**src/hw/elevator_pkg.sv**
```systemverilog
// Elevator floor logic package with floor, state and mask types and the stop decode
`default_nettype none

package elevator_pkg;

    ////////////////////
    // Sizes
    ////////////////////

    // Eleven landings, indexed 0 to 10 (floor 1 is index 0)
    localparam int NUM_FLOORS = 11;
    localparam int FLOOR_W    = 4;

    // Width of the state code reported by the motion FSM
    localparam int STATE_W    = 6;

    ////////////////////
    // Types
    ////////////////////

    typedef logic [FLOOR_W-1:0]    floor_t;
    typedef logic [NUM_FLOORS-1:0] floor_mask_t;
    typedef logic [STATE_W-1:0]    state_t;

    ////////////////////
    // Motion state codes
    ////////////////////

    // Code map of the motion FSM
    //   0 .. 10   stopped at floor code+1
    //   11 .. 20  moving up between two floors
    //   21 .. 30  moving down between two floors
    //   31        emergency
    localparam state_t STOP_LAST       = 6'd10;
    localparam state_t EMERGENCY_STATE = 6'd31;

    // True for any of the eleven stop codes
    function automatic logic is_stop_state(input state_t state);
        return state <= STOP_LAST;
    endfunction

endpackage

`default_nettype wire

```
**src/hw/request_if.sv**
```systemverilog
// Request bus with the pending call masks and the clear-at-landing strobe
`timescale 1ns/1ps
`default_nettype none

interface request_if import elevator_pkg::*; ();

    // Pending hall calls split by travel direction
    floor_mask_t up_pending;
    floor_mask_t down_pending;

    // Pending destinations from the car panel
    floor_mask_t car_pending;

    // High while powered and parked at a landing
    logic        stop_clear;

    modport keeper (
        output up_pending,
        output down_pending,
        output car_pending,
        input  stop_clear
    );

    modport dispatcher (
        input  up_pending,
        input  down_pending,
        input  car_pending,
        output stop_clear
    );

endinterface

`default_nettype wire

```
**src/hw/call_register.sv**
```systemverilog
// Call register that latches hall and car calls and drives the button lights
`timescale 1ns/1ps
`default_nettype none

module call_register import elevator_pkg::*; (
    input  logic        clock,
    input  logic        reset_n,
    input  logic        power_switch,
    input  floor_t      current_floor,
    input  floor_mask_t hall_buttons,
    input  floor_mask_t car_buttons,
    request_if.keeper   req,
    output floor_mask_t call_lights,
    output floor_mask_t car_lights
);

    floor_mask_t up_next;
    floor_mask_t down_next;
    floor_mask_t car_next;
    floor_mask_t hall_lit;

    // A floor has a lit hall lamp when it waits in either direction
    assign hall_lit = req.up_pending | req.down_pending;

    ////////////////////
    // Next request masks
    ////////////////////

    always_comb begin
        up_next   = req.up_pending;
        down_next = req.down_pending;
        car_next  = req.car_pending;

        // Landing reached, so every request at this floor is served
        if (req.stop_clear) begin
            up_next[current_floor]   = 1'b0;
            down_next[current_floor] = 1'b0;
            car_next[current_floor]  = 1'b0;
        end

        for (int f = 0; f < NUM_FLOORS; f++) begin
            // Presses at the car's own floor are ignored
            if (floor_t'(f) != current_floor) begin
                // A lit hall call keeps the direction it was first given
                if (hall_buttons[f] && !hall_lit[f]) begin
                    if (floor_t'(f) > current_floor) begin
                        up_next[f] = 1'b1;
                    end else begin
                        down_next[f] = 1'b1;
                    end
                end
                if (car_buttons[f]) begin
                    car_next[f] = 1'b1;
                end
            end
        end
    end

    ////////////////////
    // Request registers
    ////////////////////

    always_ff @(posedge clock or negedge reset_n) begin
        if (!reset_n) begin
            req.up_pending   <= '0;
            req.down_pending <= '0;
            req.car_pending  <= '0;
        end else if (!power_switch) begin
            // Power loss drops every call
            req.up_pending   <= '0;
            req.down_pending <= '0;
            req.car_pending  <= '0;
        end else begin
            req.up_pending   <= up_next;
            req.down_pending <= down_next;
            req.car_pending  <= car_next;
        end
    end

    // Lamps show the registered state directly
    assign call_lights = hall_lit;
    assign car_lights  = req.car_pending;

    ////////////////////
    // Checks
    ////////////////////

    // One hall call per floor, never both directions at once
    assert property (@(posedge clock) disable iff (!reset_n)
        (req.up_pending & req.down_pending) == '0)
        else $error("call_register: up and down call pending at the same floor");

endmodule

`default_nettype wire

```
**src/hw/dispatch_controller.sv**
```systemverilog
// Dispatch controller that picks the next target floor and grants door requests
`timescale 1ns/1ps
`default_nettype none

module dispatch_controller import elevator_pkg::*; (
    input  logic          power_switch,
    input  logic          emergency_btn,
    input  logic          door_open_btn,
    input  logic          door_close_btn,
    input  floor_t        current_floor,
    input  state_t        elevator_state,
    request_if.dispatcher req,
    output floor_t        target_floor,
    output logic          direction_up,
    output logic          activate_elevator,
    output logic          door_open_allowed,
    output logic          door_close_allowed
);

    logic        stopped;
    logic        inhibit;
    floor_mask_t above_mask;
    floor_mask_t below_mask;
    floor_mask_t pass1_mask;
    floor_mask_t pass2_mask;
    floor_mask_t pass3_mask;
    floor_mask_t pass4_mask;

    // Highest set bit of a floor mask, 0 when the mask is empty
    function automatic floor_t highest_floor(input floor_mask_t mask);
        floor_t idx;
        idx = '0;
        for (int f = 0; f < NUM_FLOORS; f++) begin
            if (mask[f]) begin
                idx = floor_t'(f);
            end
        end
        return idx;
    endfunction

    // Lowest set bit of a floor mask, 0 when the mask is empty
    function automatic floor_t lowest_floor(input floor_mask_t mask);
        floor_t idx;
        idx = '0;
        for (int f = NUM_FLOORS - 1; f >= 0; f--) begin
            if (mask[f]) begin
                idx = floor_t'(f);
            end
        end
        return idx;
    endfunction

    ////////////////////
    // Stop decode
    ////////////////////

    // Parked at a landing with power on
    assign stopped        = power_switch && is_stop_state(elevator_state);
    assign req.stop_clear = stopped;

    // Emergency stop from the car button
    assign inhibit = emergency_btn;

    ////////////////////
    // Target selection
    ////////////////////

    always_comb begin
        for (int f = 0; f < NUM_FLOORS; f++) begin
            above_mask[f] = floor_t'(f) > current_floor;
            below_mask[f] = floor_t'(f) < current_floor;
        end

        // Candidates of the four passes, in priority order
        pass1_mask = (req.up_pending | req.car_pending) & above_mask;
        pass2_mask = (req.down_pending | req.car_pending) & below_mask;
        pass3_mask = req.down_pending & above_mask;
        pass4_mask = req.up_pending & below_mask;

        target_floor      = '0;
        direction_up      = 1'b0;
        activate_elevator = 1'b0;

        if (stopped && !inhibit) begin
            if (|pass1_mask) begin
                target_floor      = highest_floor(pass1_mask);
                direction_up      = 1'b1;
                activate_elevator = 1'b1;
            end else if (|pass2_mask) begin
                target_floor      = lowest_floor(pass2_mask);
                direction_up      = 1'b0;
                activate_elevator = 1'b1;
            end else if (|pass3_mask) begin
                // Go up to meet a down call, sweep the far end first
                target_floor      = highest_floor(pass3_mask);
                direction_up      = 1'b1;
                activate_elevator = 1'b1;
            end else if (|pass4_mask) begin
                target_floor      = lowest_floor(pass4_mask);
                direction_up      = 1'b0;
                activate_elevator = 1'b1;
            end
        end

        // Registered masks never hold the car's own floor as a target
        if (activate_elevator) begin
            assert (target_floor != current_floor)
                else $error("dispatch_controller: target equals current floor");
        end
    end

    ////////////////////
    // Door permission
    ////////////////////

    // Doors only respond while parked with power on
    assign door_open_allowed  = stopped && door_open_btn;
    assign door_close_allowed = stopped && door_close_btn;

endmodule

`default_nettype wire

```
**src/hw/floor_logic_top.sv**
```systemverilog
// Elevator floor logic top level joining the call register and the dispatcher
`timescale 1ns/1ps
`default_nettype none

module floor_logic_top import elevator_pkg::*; (
    input  logic        clock,
    input  logic        reset_n,
    // Buttons, high while pressed
    input  floor_mask_t floor_call_buttons,
    input  floor_mask_t panel_buttons,
    input  logic        door_open_btn,
    input  logic        door_close_btn,
    input  logic        emergency_btn,
    input  logic        power_switch,
    // Status from the motion FSM
    input  floor_t      current_floor_state,
    input  state_t      elevator_state,
    // Commands to the motion FSM
    output floor_t      elevator_floor_selector,
    output logic        direction_selector,
    output logic        activate_elevator,
    // Lamps
    output floor_mask_t call_button_lights,
    output floor_mask_t panel_button_lights,
    output logic        door_open_allowed,
    output logic        door_close_allowed
);

    request_if req_bus ();

    ////////////////////
    // Request stage
    ////////////////////

    call_register call_register_inst (
        .clock         (clock),
        .reset_n       (reset_n),
        .power_switch  (power_switch),
        .current_floor (current_floor_state),
        .hall_buttons  (floor_call_buttons),
        .car_buttons   (panel_buttons),
        .req           (req_bus.keeper),
        .call_lights   (call_button_lights),
        .car_lights    (panel_button_lights)
    );

    ////////////////////
    // Dispatch stage
    ////////////////////

    dispatch_controller dispatch_controller_inst (
        .power_switch       (power_switch),
        .emergency_btn      (emergency_btn),
        .door_open_btn      (door_open_btn),
        .door_close_btn     (door_close_btn),
        .current_floor      (current_floor_state),
        .elevator_state     (elevator_state),
        .req                (req_bus.dispatcher),
        .target_floor       (elevator_floor_selector),
        .direction_up       (direction_selector),
        .activate_elevator  (activate_elevator),
        .door_open_allowed  (door_open_allowed),
        .door_close_allowed (door_close_allowed)
    );

endmodule

`default_nettype wire

```
**config.mk**
```make
export PLATFORM = sky130hd
export DESIGN_NAME = floor_logic_top
export DESIGN_NICKNAME = d
export VERILOG_FILES = /design/src/hw/elevator_pkg.sv /design/src/hw/request_if.sv /design/src/hw/call_register.sv /design/src/hw/dispatch_controller.sv /design/src/hw/floor_logic_top.sv
export SDC_FILE = /design/constraint.sdc
export NUM_CORES = 1
export LEC_CHECK = 0
export ABC_AREA = 1
export CORE_ASPECT_RATIO = 2
export CORE_MARGIN = 3
export CORE_UTILIZATION = 35
export DETAILED_ROUTE_END_ITERATION = 16
export DONT_BUFFER_PORTS = 1
export GPL_ROUTABILITY_DRIVEN = 0
export HOLD_SLACK_MARGIN = 0.15
export PLACE_DENSITY = 0.48
export SETUP_SLACK_MARGIN = 0.05
export SLEW_MARGIN = 20
export SYNTH_ARGS = -nofsm -noshare
export SYNTH_HDL_FRONTEND = slang
export SYNTH_SLANG_ARGS = --single-unit
```
**constraint.sdc**
```tcl
create_clock -name clock -period 1.8 [get_ports clock]
set_input_delay 0.18 -clock clock [delete_from_list [all_inputs] [get_ports clock]]
set_output_delay 0.18 -clock clock [all_outputs]
set_load 0.02 [all_outputs]
```
==> run metrics, run 1 <==
DR pass1 iterations=4; WP buf/inv=2; Inst Count DP=518; Reg clk slew, reported paths=60 ps; Setup TNS=-1230 ps; total track usage=0.232; Yosys reg bits=33; # rows=43; Setup-failing EPs final=6; DRC Markers=0; Logic pwr share=0.359; max incr delay on CP=~420 ps; Net Count, Synth=417; count of antenna diodes in the layout=0; Ys Warns=0; Worst Setup SP=call_register_inst.car_lights[10]; Congestion Overflow GR=0; failing checks=negative setup slack; Mapped Cells=379; Cell Count, Final, Fillers Out=roughly 560; Post-Synth XOR/XNOR Area=0; mux cell area share after synthesis=0; Synth cell types=36; Worst EP required=1620 ps; Slowest cell on crit path=dfrtp_1; Core ar.=7050 sq um; pwr dens=728 nW/um^2; largest net degree at the start of global routing=34; CP cell instances=o21ai_2 > and3_4 > nand4_4 > nor2_4 > inv_2 > nor2_4 > nand2_2 > a31oi_2 > buf_4; Most Frequent Cell on Critical Path=nor2_4; HP Class=input port to flip-flop; Sw Share=0.360; num ports=68; Peak VDD IR=0.000666 V; DR vias=2854; DP Worst Slack=-113 ps; unrepaired setup endpoints after global routing=yes; fill count=735; Largest delay share family, worst path=simple AND/OR/NAND/NOR gates; drt total wl=9170 um; IO Port Bufs=0; area of the multi-input gates=about 1700 sq um; Post-Synth Adder-Cell Area=0; Die X=66.5 um; maximum clock insertion buffer count=2; CTS root buf=clkbuf_16; worst skew pair latency=around 290 ps; Fmax achieved=slightly below 0.5 GHz; CP Max Fanout=4; H-tree depth=2; final worst setup slack=-272 ps; post-synthesis area per instance=6.76 sq um; Yosys top cell area share=0.322; largest family of logic cells by synthesized area=simple AND/OR/NAND/NOR gates; Worst setup EP type=output port; # nets final=between 500 and 600; Crit Reg-Reg Startpoint=call_register_inst.req.up_pending[8]; Starting Density=0.363; WP data arrival=1890 ps; FF-to-FF setup slack=200 ps; CP Launch Type=flip-flop; post-synthesis compound-gate area fraction=0.199; final antenna-violating net count=0; Max-Cap Viols=0; area grow syn2layout=46.1%; critical path class=flip-flop to output port; Post-DP HPWL=7160 um; initial antenna violation count=0; share of layout cells above drive strength 1=0.333; FF-to-FF End=call_register_inst.req.up_pending[8]; vias in the first global route=slightly above 3000; Pint=1740 uW; min Tclk post-route=2070 ps; detailed-route wire length per cell=16.4 um; Clock Sinks=33; crit path to=elevator_floor_selector[2]; cell taking the most area after synthesis=dfrtp_1; Reg area=approximately 830 sq um; Synth Cell Area=2560 sq um; CTS tree=yes; full die area=~8400 sq um; cell depth of the worst flop-to-flop path=7; final worst clock skew=slightly below 4 ps; Worst-Margin Slew=721 ps; WP depth=9; post-synthesis sequential area ratio=0.322; Clock power frac=0.325; first-iteration detailed-routing DRC count=89; Flop pwr share=0.316; simple-gate portion of the synthesized area=0.387; sw power=980 uW; first-pass GRT wire length=14700 um; Pwr Total=2720 uW; Slew HR=0.517; die height=127 um; Avg Vias per Cell=5.11; final period utilization=1.15; leakage power=0.00183 uW; Synth area leaders=dfrtp_1, nand2_1, nor2_1; clock buffer count from CTS=5; outcome=finished with violations; Hold Violations, Final=0; Max Slew Vio Count=0; Worst Hold Slack=150 ps
==> power groups by stage <==
stage	Clock (uW)	Combinational (uW)	Sequential (uW)
after floorplan	0	521	881
after global placement	0	799	863
after detailed placement	0	798	863
after CTS	891	938	857
after global routing	918	1070	868
final	884	979	860
==> Yosys cell counts <==
master,number
nor2_2,5
inv_2,8
nand2_1,103
nand2_4,3
dfrtp_1,33
o21ai_0,22
and3_1,1
inv_4,2
a21oi_1,22
a31oi_1,8
nor2_4,6
clkbuf_1,3
inv_1,43
clkinv_2,1
nand3b_1,1
o21ai_2,6
or2_2,3
nand3_1,18
o22ai_1,3
a21oi_2,1
nor2_1,44
o21ai_1,6
a2111oi_0,1
nand4_1,6
nor3_1,2
o32ai_1,8
nand3_2,2
nand2_8,2
o2111ai_1,2
nor2_8,1
o2bb2ai_1,1
buf_4,2
o21bai_1,1
o21ai_4,1
nand2_2,7
nand4_2,1
==> layout make-up <==
type | instances | area share
multi-input combinational | 287 | 0.450
sequential | 33 | 0.222
timing repair buffer | 88 | 0.203
inverter | 54 | 0.0559
clock buffer | 6 | 0.0371
tap | 90 | 0.0301
clock inverter | 1 | 0.00201
==> state kept, by name, indices dropped and copies added, names as in the netlist <==
signal / cells
call_register_inst.req.up_pending: 11
call_register_inst.car_lights: 11
call_register_inst.req.down_pending: 11
==> tightest hold or removal path, delay by kind of cell <==
family | cells | cell delay, ps
buffers and inverters | 1 | 30
AO/OA/AOI/OAI | 1 | 70
AND/OR/NAND/NOR | 2 | 110
==> how the worst min path moves through the flow <==
stage | startpoint | endpoint | slack (ps) | depth (start not counted)
4_1_cts | floor_call_buttons[6] | call_register_inst.req.up_pending[6] | 150 | 4
3_3_place_gp | reset_n | call_register_inst.car_lights[10] | -110 | 0
6_report | floor_call_buttons[6] | call_register_inst.req.up_pending[6] | 150 | 4
5_1_grt | floor_call_buttons[6] | call_register_inst.req.up_pending[6] | 180 | 4
3_5_place_dp | reset_n | call_register_inst.car_lights[10] | -110 | 0
2_1_floorplan | reset_n | call_register_inst.car_lights[0] | -120 | 0
==> placed cells by master (no fill, tap or decap), types with 9 or more instances in the layout <==
master and n:
nor2_4 9, dlygate4sd3_1 26, inv_2 12, buf_4 55, nor2_1 40, o21ai_0 14
dfrtp_1 30, nand2_1 94, nand3_1 15, o21ai_2 9, o21ai_1 9, nand2_2 14
a21oi_1 15, inv_1 39
==> routing by layer <==
metal / global-route usage / vias to the layer above / wire length, um
met3: 0.0405 / 24 / 370
met2: 0.445 / 73 / 5270
li1: - / 1436 / -
met4: 0.116 / 0 / 413
met1: 0.224 / 1321 / 3120
met5: 0 / - / 0
==> logic make-up (layout without fill, tap and decap cells) <==
family,Yosys count,after routing
AOI/OAI and AO/OA,82,82
and+or+nand+nor,205,205
DFF,33,33
buffers and inverters,59,149
==> stage by stage <==
| stage | utilization | instance area (sq um) |
|---|---|---|
| 5_1_grt | 0.531 | 3740 |
| 2_1_floorplan | - | 2580 |
| 3_5_place_dp | 0.436 | 3070 |
| 6_report | 0.531 | 3740 |
| 3_3_place_gp | 0.436 | 3070 |
| 4_1_cts | 0.519 | 3650 |
==> timing repair <==
item,CTS,global route
buffers inserted,6,1
gates resized for setup,34,24
hold buffers,27,0
pin swaps,14,11
setup endpoints to repair,6,6
endpoints found under the hold margin,66,0
No activity file was read; power rests on OpenSTA's default activity.
==> run 2: changes to the inputs <==
--- a/config.mk
+++ b/config.mk
@@ -14,6 +14,7 @@
 export GPL_ROUTABILITY_DRIVEN = 0
 export HOLD_SLACK_MARGIN = 0.15
 export PLACE_DENSITY = 0.48
+export RECOVER_POWER = 50
 export SETUP_SLACK_MARGIN = 0.05
 export SLEW_MARGIN = 20
 export SYNTH_ARGS = -nofsm -noshare
==> run metrics, run 2 (synthesis gave the netlist of run 1 again) <==
final core utilization=0.524; WP buf/inv=2; full die area=8440 sq um; Core ar.=7050 sq um; pwr dens=around 730 nW/um^2; commonest non-fill, non-tap cell in the layout=nand2_1; # nets final=between 500 and 600; Flop pwr share=0.319; leakage power=0.00179 uW; Worst EP required=1620 ps; Reg area=830 sq um; Pint=between 1500 and 2000 uW; area of the multi-input gates=1680 sq um; outcome=finished with violations; met1 layer usage reported by global route=0.224; critical path class=flip-flop to output port; Congestion Overflow GR=0; Peak VDD IR=0.000659 V; Pwr Total=2700 uW; Slew HR=0.415; WP data arrival=1890 ps; failing checks=negative setup slack; Reg clk slew, reported paths=roughly 60 ps; commonest cells after routing, fill and taps aside=nand2_1, buf_4, nor2_1; max incr delay on CP=420 ps; Most Frequent Cell on Critical Path=nor2_4; CP Launch Type=flip-flop; first-pass GRT wire length=about 15000 um; sw power=between 900 and 1000 uW; Die X=66.5 um; detailed-route wire length per cell=approximately 16 um; most used routing layer=met2; share of layout cells above drive strength 1=0.316; fill count=743; initial antenna violation count=0; Avg Vias per Cell=~5.1; Worst setup EP type=output port; area grow syn2layout=44.3%; final worst clock skew=3.40 ps; Fmax achieved=0.482 GHz; Starting Density=0.363; Worst-Margin Slew=878 ps; vias in the first global route=3048; Max Slew Vio Count=0; worst skew pair latency=~280 ps; Largest delay share family, worst path=simple AND/OR/NAND/NOR gates; # rows=43; DR vias=2845; largest net degree at the start of global routing=34; first-iteration detailed-routing DRC count=92; drt total wl=9130 um; Sw Share=0.360; total track usage=0.232; CP cell instances=o21ai_2 > and3_4 > nand4_4 > nor2_4 > inv_2 > nor2_4 > nand2_2 > a31oi_2 > buf_4; Hold Violations, Final=0; clock buffer count from CTS=5; CTS tree=yes; CP Max Fanout=4; final worst setup slack=-273 ps; Slowest cell on crit path=dfrtp_1; Logic pwr share=0.356; CTS root buf=clkbuf_16; met2 usage=0.445; routing usage on met3=0.0405; IO Port Bufs=0; final period utilization=1.15; Clock power frac=0.325; Setup-failing EPs final=6; num ports=68; H-tree depth=2; DRC Markers=0; Max-Cap Viols=0; unrepaired setup endpoints after global routing=yes; maximum clock insertion buffer count=2; min Tclk post-route=2070 ps; die height=127 um; Clock Sinks=33; DR pass1 iterations=4; Post-DP HPWL=about 7200 um; final antenna-violating net count=0; count of antenna diodes in the layout=0; HP Class=input port to flip-flop
## run 2: cell count changes in the layout (fill, tap and decap cells not counted), sizes merged
cell,delta
buf,-9
clkbuf,+9
## run 2: metrics by stage
step / worst slack [ps] / hold WS, ps / std cells / TNS [ps] / area, sq um
5_1_grt: -390 / 177 / 559 / -1900 / 3700
6_report: -273 / 152 / 559 / -1220 / 3700
4_1_cts: -270 / 154 / 558 / -1230 / 3650
2_1_floorplan: -10.1 / -116 / 379 / -10.1 / 2580
3_3_place_gp: -133 / -115 / 518 / -412 / 3070
3_5_place_dp: -113 / -115 / 518 / -358 / 3070
## run 2: worst paths after layout
check / endpoint / slack [ps] / cells past startpoint / from
min: call_register_inst.req.up_pending[6] / 150 / 4 / floor_call_buttons[6]
max in group asynchronous: call_register_inst.req.up_pending[6] / 650 / 2 / reset_n
min reg2reg: call_register_inst.req.down_pending[0] / 540 / 2 / call_register_inst.req.down_pending[0]
min in group asynchronous: call_register_inst.car_lights[10] / 550 / 2 / reset_n
max reg2reg: call_register_inst.req.up_pending[8] / 200 / 7 / call_register_inst.req.up_pending[8]
max: elevator_floor_selector[2] / -270 / 9 / call_register_inst.car_lights[10]
## run 2: layout make-up
cell class,instances,area share
Tap cell,90,0.0305
Clock buffer,6,0.0376
Timing Repair Buffer,88,0.194
Clock inverter,1,0.00203
Sequential cell,33,0.224
Multi-Input combinational cell,287,0.455
Inverter,54,0.0565
## run 2: power groups by stage
stage,Clock (uW),Sequential (uW),Combinational [uW]
after global routing,918,868,1060
after CTS,891,857,938
after floorplan,0,881,521
final,877,860,962
after detailed placement,0,863,798
after global placement,0,863,799
## run 2: metal layers
layer / wire length (um) / up-vias
met5: 0 / -
met4: 405 / 0
met3: 408 / 22
met2: 5260 / 70
met1: 3060 / 1321
li1: - / 1432
## run 2: what timing repair did
item / 4_1_cts / 5_1_grt
setup endpoints to repair: 6 / 6
pin swaps: 14 / 11
hold buffers: 27 / 0
gates resized for setup: 34 / 24
buffers inserted: 6 / 1
hold endpoints to repair: 66 / 0
## run 2: worst reg2reg max path, delay by kind of cell, from the launching register on
family	cells	cell delay [ps]
AND/OR/NAND/NOR	4	370
buffers and inverters	3	790
flip-flops	1	380
